**config.mk**
```make
export PLATFORM = sky130hd
export DESIGN_NAME = ps2_kbd_top
export DESIGN_NICKNAME = d
export VERILOG_FILES = /design/src/ps2_kbd_pkg.sv /design/src/key_fifo_if.sv /design/src/ps2_kbd_top.sv /design/src/key_display.sv /design/src/scan_to_seg.sv /design/src/key_fifo.sv /design/src/ps2_rx.sv
export VERILOG_INCLUDE_DIRS = /design/src /design/src/src
export SDC_FILE = /design/constraint.sdc
export NUM_CORES = 1
export LEC_CHECK = 0
export ABC_AREA = 1
export ABC_CLOCK_PERIOD_IN_PS = 2300
export BUFFER_PORTS_ARGS = -buffer_cell sky130_fd_sc_hd__clkbuf_2
export CORE_ASPECT_RATIO = 0.5
export CORE_MARGIN = 1.5
export CORE_UTILIZATION = 46
export CTS_BUF_LIST = sky130_fd_sc_hd__clkbuf_4 sky130_fd_sc_hd__clkbuf_8
export DETAILED_ROUTE_END_ITERATION = 10
export MAX_ROUTING_LAYER = met4
export SETUP_SLACK_MARGIN = 0.05
export SLEW_MARGIN = 25
export SYNTH_ARGS = -nofsm -noshare
export SYNTH_HDL_FRONTEND = slang
export SYNTH_SLANG_ARGS = --single-unit
```
**constraint.sdc**
```tcl
create_clock -name clk -period 2.3 [get_ports clk]
set_input_delay 0.575 -clock clk [delete_from_list [all_inputs] [get_ports clk]]
set_output_delay 0.575 -clock clk [all_outputs]
set_load 0.1 [all_outputs]
```
**src/ps2_kbd_defs.svh**
```systemverilog
`ifndef PS2_KBD_DEFS_SVH
`define PS2_KBD_DEFS_SVH

// log2 of the key FIFO depth, one slot always stays free
`define KBD_FIFO_AW 3

// Flops on the ps2_clk line before edge detection
`define PS2_SYNC_LEN 3

// Start, 8 data, parity, stop
`define PS2_FRAME_BITS 11

`endif
```
**src/ps2_kbd_pkg.sv**
```systemverilog
`default_nettype none

package ps2_kbd_pkg;

  typedef logic [7:0] scan_code_t;  // One set-2 scan code byte

  typedef logic [6:0] seg_t;  // Active low, bit 0 is segment a

  // Start bit in bit 0, parity bit in bit 9
  typedef logic [9:0] frame_t;

  // Prefix tracking in the display controller
  typedef enum logic [1:0] {
    DISP_IDLE,   // Nothing shown yet or key released
    DISP_MAKE,   // Last byte was a make code
    DISP_BREAK   // F0 seen, next byte is the released key
  } disp_state_t;

  localparam scan_code_t SCAN_BREAK = 8'hF0;  // Key release prefix
  localparam scan_code_t SCAN_EXT = 8'hE0;    // Extended key prefix

endpackage

`default_nettype wire

```
**src/key_fifo_if.sv**
```systemverilog
`timescale 1ns/1ps
`default_nettype none

interface key_fifo_if;

  logic                    ready;  // FIFO holds at least one code
  ps2_kbd_pkg::scan_code_t code;   // Head entry
  logic                    full;   // No room for another byte
  logic                    read;   // Pop strobe from the consumer

  // FIFO side
  modport fifo (
    output ready,
    output code,
    output full,
    input  read
  );

  // Display side
  modport disp (
    input  ready,
    input  code,
    output read
  );

endinterface

`default_nettype wire

```
**src/ps2_kbd_top.sv**
```systemverilog
`timescale 1ns/1ps
`default_nettype none

`include "ps2_kbd_defs.svh"

module ps2_kbd_top (
  input  wire               clk,
  input  wire               reset,
  input  wire               ps2_clk,
  input  wire               ps2_data,
  input  wire               freeze,
  output ps2_kbd_pkg::seg_t seg,
  output logic              seg_valid,
  output logic              fifo_full,
  output logic              frame_error
);

  logic                    byte_valid;
  ps2_kbd_pkg::scan_code_t rx_byte;

  key_fifo_if fifo_if ();

  ps2_rx u_rx (
    .clk         (clk),
    .reset       (reset),
    .ps2_clk     (ps2_clk),
    .ps2_data    (ps2_data),
    .byte_valid  (byte_valid),
    .rx_byte     (rx_byte),
    .frame_error (frame_error)
  );

  key_fifo #(
    .AW (`KBD_FIFO_AW)
  ) u_fifo (
    .clk        (clk),
    .reset      (reset),
    .byte_valid (byte_valid),
    .rx_byte    (rx_byte),
    .rd         (fifo_if.fifo)
  );

  key_display u_disp (
    .clk       (clk),
    .reset     (reset),
    .freeze    (freeze),
    .rd        (fifo_if.disp),
    .seg       (seg),
    .seg_valid (seg_valid)
  );

  assign fifo_full = fifo_if.full;

endmodule

`default_nettype wire

```
**src/key_display.sv**
```systemverilog
`timescale 1ns/1ps
`default_nettype none

module key_display (
  input  wire               clk,
  input  wire               reset,
  input  wire               freeze,
  key_fifo_if.disp          rd,
  output ps2_kbd_pkg::seg_t seg,
  output logic              seg_valid
);

  ps2_kbd_pkg::disp_state_t state;
  ps2_kbd_pkg::scan_code_t  byte_q;   // Last popped byte
  logic                     read_q;   // byte_q is fresh this cycle
  ps2_kbd_pkg::seg_t        seg_xlat;

  // At most one pop every other cycle
  assign rd.read = rd.ready & ~freeze & ~read_q;

  scan_to_seg u_xlat (
    .code (byte_q),
    .seg  (seg_xlat)
  );

  always_ff @(posedge clk) begin
    if (rd.read) begin
      byte_q <= rd.code;
    end
  end

  always_ff @(posedge clk) begin
    if (reset) begin
      read_q    <= 1'b0;
      state     <= ps2_kbd_pkg::DISP_IDLE;
      seg       <= '1;
      seg_valid <= 1'b0;
    end else begin
      read_q <= rd.read;
      if (read_q) begin
        if (byte_q == ps2_kbd_pkg::SCAN_BREAK) begin
          state <= ps2_kbd_pkg::DISP_BREAK;
        end else if (byte_q == ps2_kbd_pkg::SCAN_EXT) begin
          state <= state;  // Prefix dropped, no meaning kept
        end else if (state == ps2_kbd_pkg::DISP_BREAK) begin
          state <= ps2_kbd_pkg::DISP_IDLE;  // Released key, discard
        end else begin
          state     <= ps2_kbd_pkg::DISP_MAKE;
          seg       <= seg_xlat;
          seg_valid <= 1'b1;
        end
      end
    end
  end

  // Pops only a non-empty FIFO, and never back to back
  a_read_rule: assert property (@(posedge clk) disable iff (reset)
    rd.read |-> rd.ready ##1 !rd.read);

endmodule

`default_nettype wire

```
**src/scan_to_seg.sv**
```systemverilog
`timescale 1ns/1ps
`default_nettype none

module scan_to_seg (
  input  wire ps2_kbd_pkg::scan_code_t code,
  output ps2_kbd_pkg::seg_t            seg
);

  // Set-2 make codes, pattern is gfedcba with 0 lighting a segment
  always_comb begin
    case (code)
      8'h45:   seg = 7'b1000000;  // 0
      8'h16:   seg = 7'b1111001;
      8'h1E:   seg = 7'b0100100;
      8'h26:   seg = 7'b0110000;
      8'h25:   seg = 7'b0011001;
      8'h2E:   seg = 7'b0010010;
      8'h36:   seg = 7'b0000010;
      8'h3D:   seg = 7'b1111000;
      8'h3E:   seg = 7'b0000000;
      8'h46:   seg = 7'b0010000;  // 9
      8'h1C:   seg = 7'b0001000;  // A
      8'h21:   seg = 7'b1000110;  // C
      8'h24:   seg = 7'b0000110;  // E
      8'h2B:   seg = 7'b0001110;  // F
      8'h33:   seg = 7'b0001001;  // H
      8'h3B:   seg = 7'b1110001;  // J
      8'h4B:   seg = 7'b1000111;  // L
      8'h4D:   seg = 7'b0001100;  // P
      8'h3C:   seg = 7'b1000001;  // U
      default: seg = 7'b1111111;  // Blank
    endcase
  end

endmodule

`default_nettype wire

```
**src/key_fifo.sv**
```systemverilog
`timescale 1ns/1ps
`default_nettype none

`include "ps2_kbd_defs.svh"

module key_fifo #(
  parameter int AW = `KBD_FIFO_AW
) (
  input  wire                     clk,
  input  wire                     reset,
  input  wire                     byte_valid,
  input  wire ps2_kbd_pkg::scan_code_t rx_byte,
  key_fifo_if.fifo                rd
);

  ps2_kbd_pkg::scan_code_t mem [2**AW];

  logic [AW-1:0] wr_ptr;
  logic [AW-1:0] rd_ptr;
  logic          wr_en;
  logic          rd_en;

  assign rd.full  = (AW'(wr_ptr + 1'b1) == rd_ptr);  // One slot kept free
  assign rd.ready = (wr_ptr != rd_ptr);
  assign rd.code  = mem[rd_ptr];  // Head shown without a read

  // Overflowing bytes are simply lost
  assign wr_en = byte_valid & ~rd.full;
  assign rd_en = rd.read & rd.ready;

  always_ff @(posedge clk) begin
    if (reset) begin
      wr_ptr <= '0;
      rd_ptr <= '0;
    end else begin
      if (wr_en) begin
        wr_ptr <= wr_ptr + 1'b1;
      end
      if (rd_en) begin
        rd_ptr <= rd_ptr + 1'b1;
      end
    end
  end

  always_ff @(posedge clk) begin
    if (wr_en) begin
      mem[wr_ptr] <= rx_byte;
    end
  end

  // The display must never pop an empty FIFO
  a_no_empty_read: assert property (@(posedge clk) disable iff (reset)
    rd.read |-> rd.ready);

  // With one move per pointer per cycle, full to empty or empty to full
  // in a single step would mean a pointer passed the other
  a_no_overtake: assert property (@(posedge clk) disable iff (reset)
    (rd.full |=> rd.ready) and (!rd.ready |=> !rd.full));

endmodule

`default_nettype wire

```
**src/ps2_rx.sv**
```systemverilog
`timescale 1ns/1ps
`default_nettype none

`include "ps2_kbd_defs.svh"

module ps2_rx (
  input  wire                     clk,
  input  wire                     reset,
  input  wire                     ps2_clk,
  input  wire                     ps2_data,
  output logic                    byte_valid,
  output ps2_kbd_pkg::scan_code_t rx_byte,
  output logic                    frame_error
);

  localparam int SL = `PS2_SYNC_LEN;
  localparam int CW = $clog2(`PS2_FRAME_BITS);

  logic [SL-1:0]        clk_sync;  // ps2_clk history, newest in bit 0
  logic                 fall;
  logic [CW-1:0]        bit_cnt;
  ps2_kbd_pkg::frame_t  frame;
  logic                 last_bit;
  logic                 frame_ok;

  // Falling edge seen at the far end of the synchronizer
  assign fall = clk_sync[SL-1] & ~clk_sync[SL-2];

  assign last_bit = (bit_cnt == CW'(`PS2_FRAME_BITS - 1));

  // frame[0] start, frame[9] parity, ps2_data is the stop bit right now
  assign frame_ok = ~frame[0] & ps2_data & (^frame[9:1]);

  always_ff @(posedge clk) begin
    if (reset) begin
      clk_sync    <= '1;  // Idle line is high
      bit_cnt     <= '0;
      byte_valid  <= 1'b0;
      frame_error <= 1'b0;
    end else begin
      clk_sync    <= {clk_sync[SL-2:0], ps2_clk};
      byte_valid  <= 1'b0;
      frame_error <= 1'b0;
      if (fall) begin
        if (last_bit) begin
          bit_cnt     <= '0;
          byte_valid  <= frame_ok;
          frame_error <= ~frame_ok;
        end else begin
          bit_cnt <= bit_cnt + 1'b1;
        end
      end
    end
  end

  // Frame bits enter at the top and move toward bit 0
  always_ff @(posedge clk) begin
    if (fall && !last_bit) begin
      frame <= {ps2_data, frame[9:1]};
    end
    if (fall && last_bit) begin
      rx_byte <= frame[8:1];  // Data bits, LSB first on the wire
    end
  end

  // A finished frame is either good or bad, never both
  a_one_result: assert property (@(posedge clk) disable iff (reset)
    !(byte_valid && frame_error));

endmodule

`default_nettype wire

```
==> flow_summary_export.csv <==
group,metric,value,unit
min_path,hold_path.class,"in2reg",
floorplan,die_w,150,um
yosys,synth-edff-count,90,
pwr,ir_drop,0.349,mV
flow_run,drv_cap,0,
placed_design,dpl.cell_count,640,
floorplan,die-area,11400,um^2
setup_path,crit_path_max_fanout,3,
global_route,grt_max_degree,35,
cells_and_area,areaGrowthSynthToFinish,14.2,%
setup_path,rrSetupSlack,0.24,ns
yosys,synth_warnings,0,
cells_and_area,fill_cells,905,
global_route,antenna_found_initial,0,
cells_and_area,final_cells,675,
detailed_routing,routed_wl,9900,um
detailed_routing,dr.pass1.iters,4,
sta,worst_slew_pin_slew,0.912,ns
min_path,holdPathStages,2,
yosys,syn_area_per_cell,9.96,um^2
yosys,synth_seq_cells,116,
run_status,outcome,"finished, final reports clean",
cells_and_area,drive_above_1_share,0.148,
sta,fin_skew,0.0102,ns
cells_and_area,final_common_cell,"nor2_1",
cts,cts-root-buf,"clkbuf_8",
min_path,min-delay-start,"ps2_clk",
setup_path,crit_type,"reg2out",
floorplan,num_io_pins,15,
pwr,powerDensity,821,nW/um^2
sta,worst_slack,0.00438,ns
sta,max-slew-margin-rel,0.391,
sta,fmax,436,MHz
cts,insertion_delay,0.43,ns
sta,slew_violations,0,
yosys,ys_async_sr_fraction,0,
placed_design,post-place-ws,0.0428,ns
pwr,p_leak,0.00210,uW
yosys,syn_inst,496,
detailed_routing,detail-route-antenna-nets,0,
sta,rsz0062_at_grt,"yes",
floorplan,fp-row-count,26,
cts,cts_tree,"yes",
cells_and_area,layout.nets,529,
placed_design,io_buffers,14,
floorplan,die_y,76.3,um
cts,clockBufferDepth,2,
yosys,ys.flop_type,"edfxtp_1",
cells_and_area,layout_common_cells,"nor2_1 (104), nand2_1 (94), edfxtp_1 (90)",
floorplan,core,10300,um^2
placed_design,dp_hpwl,6800,um
global_route,grt_pass1_vias,3338,
setup_path,end_kind,"output port",
global_route,grt_overflow,0,
yosys,syn_area,4940,um^2
detailed_routing,drt_iter0_markers,213,
global_route,grt_pass1_wl,16300,um
setup_path,crit_path_start_kind,"register",
cts,htreeDepth,4,
sta,setup_viol,0,
cts,clkTransAtPathRegs,0.07,ns
sta,fin_crit_sh,0.998,
setup_path,worstPathArrival,1.72,ns
sta,hold_violations,0,
setup_path,reg2reg_to,"u_fifo.mem[4][1]",
setup_path,required,1.73,ns
yosys,ys_types,31,
yosys,yosysSeqAreaShare,0.652,
detailed_routing,drc_errors,0,
floorplan,start_util,0.479,
detailed_routing,viasPerCell,5.02,
placed_design,gp_congestion,0.875,
yosys,syn_nets,503,
cells_and_area,antennaDiodeCount,0,
detailed_routing,wl_per_cell,14.7,um
cts,cts_made_buffers,17,
sta,fin_crit,2.30,ns
global_route,grt.total_usage,0.199,
detailed_routing,via_count,3388,
min_path,min_to,"u_rx.clk_sync[0]",
setup_path,r2r_start,"u_fifo.wr_ptr[0]",
cts,cts_num_sinks,116,
setup_path,reg2reg_depth,8,
==> per-stage QoR <==
stage / hold WS [ns] / power, uW / TNS (ns) / utilization / area, um^2
after floorplan: 0.389 / 2680 / 0 / - / 4940
after global placement: 0.391 / 2770 / 0 / 0.501 / 5170
final: 0.324 / 4630 / 0 / 0.547 / 5640
after detailed placement: 0.398 / 2780 / 0 / 0.501 / 5170
after CTS: 0.313 / 4660 / -0.0246 / 0.545 / 5620
after global routing: 0.317 / 4820 / -0.0892 / 0.547 / 5640
==> flip-flops by register name, indices dropped and copies added, names as in the netlist, 4 cells and up <==
| register | cells |
|---|---|
| u_disp.byte_q | 8 |
| u_disp.seg | 7 |
| u_fifo.mem | 64 |
| u_rx.bit_cnt | 4 |
| u_rx.frame | 10 |
| u_rx.rx_byte | 8 |
==> area by class of cell <==
type,count,area (um^2),area share
Inverter,40,161,0.0286
Tap cell,140,175,0.0310
Clock buffer,19,249,0.0441
Timing Repair Buffer,21,138,0.0244
Clock inverter,13,158,0.0279
Sequential cell,116,3230,0.573
Multi-Input combinational cell,326,1530,0.271
==> where the power goes <==
part           leakage (uW)  total (uW)  switching [uW]  internal, uW
logic              0.000871         431             309           122
registers           0.00102        2310            26.9          2280
clock network      0.000202        1900             809          1090
==> cells in the mapped netlist, types with 2 or more instances <==
library cell | instances | area, um^2
nand3_1 | 13 | 65.1
nand2_1 | 94 | 353
clkinv_1 | 2 | 7.51
xor2_1 | 2 | 17.5
inv_1 | 36 | 135
buf_2 | 6 | 30.0
nor3_1 | 5 | 25.0
nand3_2 | 2 | 20.0
dfxtp_1 | 26 | 521
a31oi_1 | 8 | 50.1
ha_1 | 2 | 25.0
o21ai_0 | 42 | 210
edfxtp_1 | 90 | 2700
nand2_2 | 3 | 18.8
xnor2_1 | 8 | 70.1
or2_2 | 3 | 18.8
nor2_1 | 112 | 420
a21oi_1 | 15 | 75.1
a21oi_2 | 2 | 17.5
o22ai_1 | 8 | 50.1
clkbuf_1 | 7 | 26.3
==> metal layers <==
layer / vias up / routed length [um] / GRT usage
li1: 1714 / - / -
met1: 1566 / 4630 / 0.261
met2: 92 / 4430 / 0.295
met3: 16 / 652 / 0.0593
met4: 0 / 186 / 0.0673
met5: - / 0 / -
==> critical path, cell delays in order, from the launching register on <==
cell and delay (ns):
dfxtp_4 0.35, ha_4 0.24, or2_4 0.23, a21oi_2 0.12, nand3_2 0.10, clkinvlp_4 0.10, buf_12 0.16
==> how the worst max path moves through the flow <==
stage,start,end
final,u_fifo.wr_ptr[1],fifo_full
after detailed placement,u_fifo.wr_ptr[0],u_fifo.mem[4][2]
after global routing,u_fifo.wr_ptr[1],fifo_full
after CTS,u_fifo.wr_ptr[1],fifo_full
after floorplan,u_fifo.wr_ptr[0],fifo_full
after global placement,u_fifo.wr_ptr[0],u_fifo.mem[4][2]
==> what timing repair did <==
item,in CTS,in global routing
pin swaps,4,1
hold buffers,0,0
setup buffers,3,0
gates resized for setup,7,8
setup endpoints to repair,17,57
gates cloned,0,0
==> cells by family (layout without fill, tap and decap cells) <==
group / after synthesis / after routing / synth area share
and+or+nand+nor: 238 / 238 / 0.196
DFF: 116 / 116 / 0.652
AOI/OAI and AO/OA: 76 / 76 / 0.0831
buffers and inverters: 54 / 93 / 0.0456
xor gates and xnor gates: 10 / 10 / 0.0177
adders and majority gates: 2 / 2 / 0.00507
Note: power is estimated with default switching activity, not from simulation.
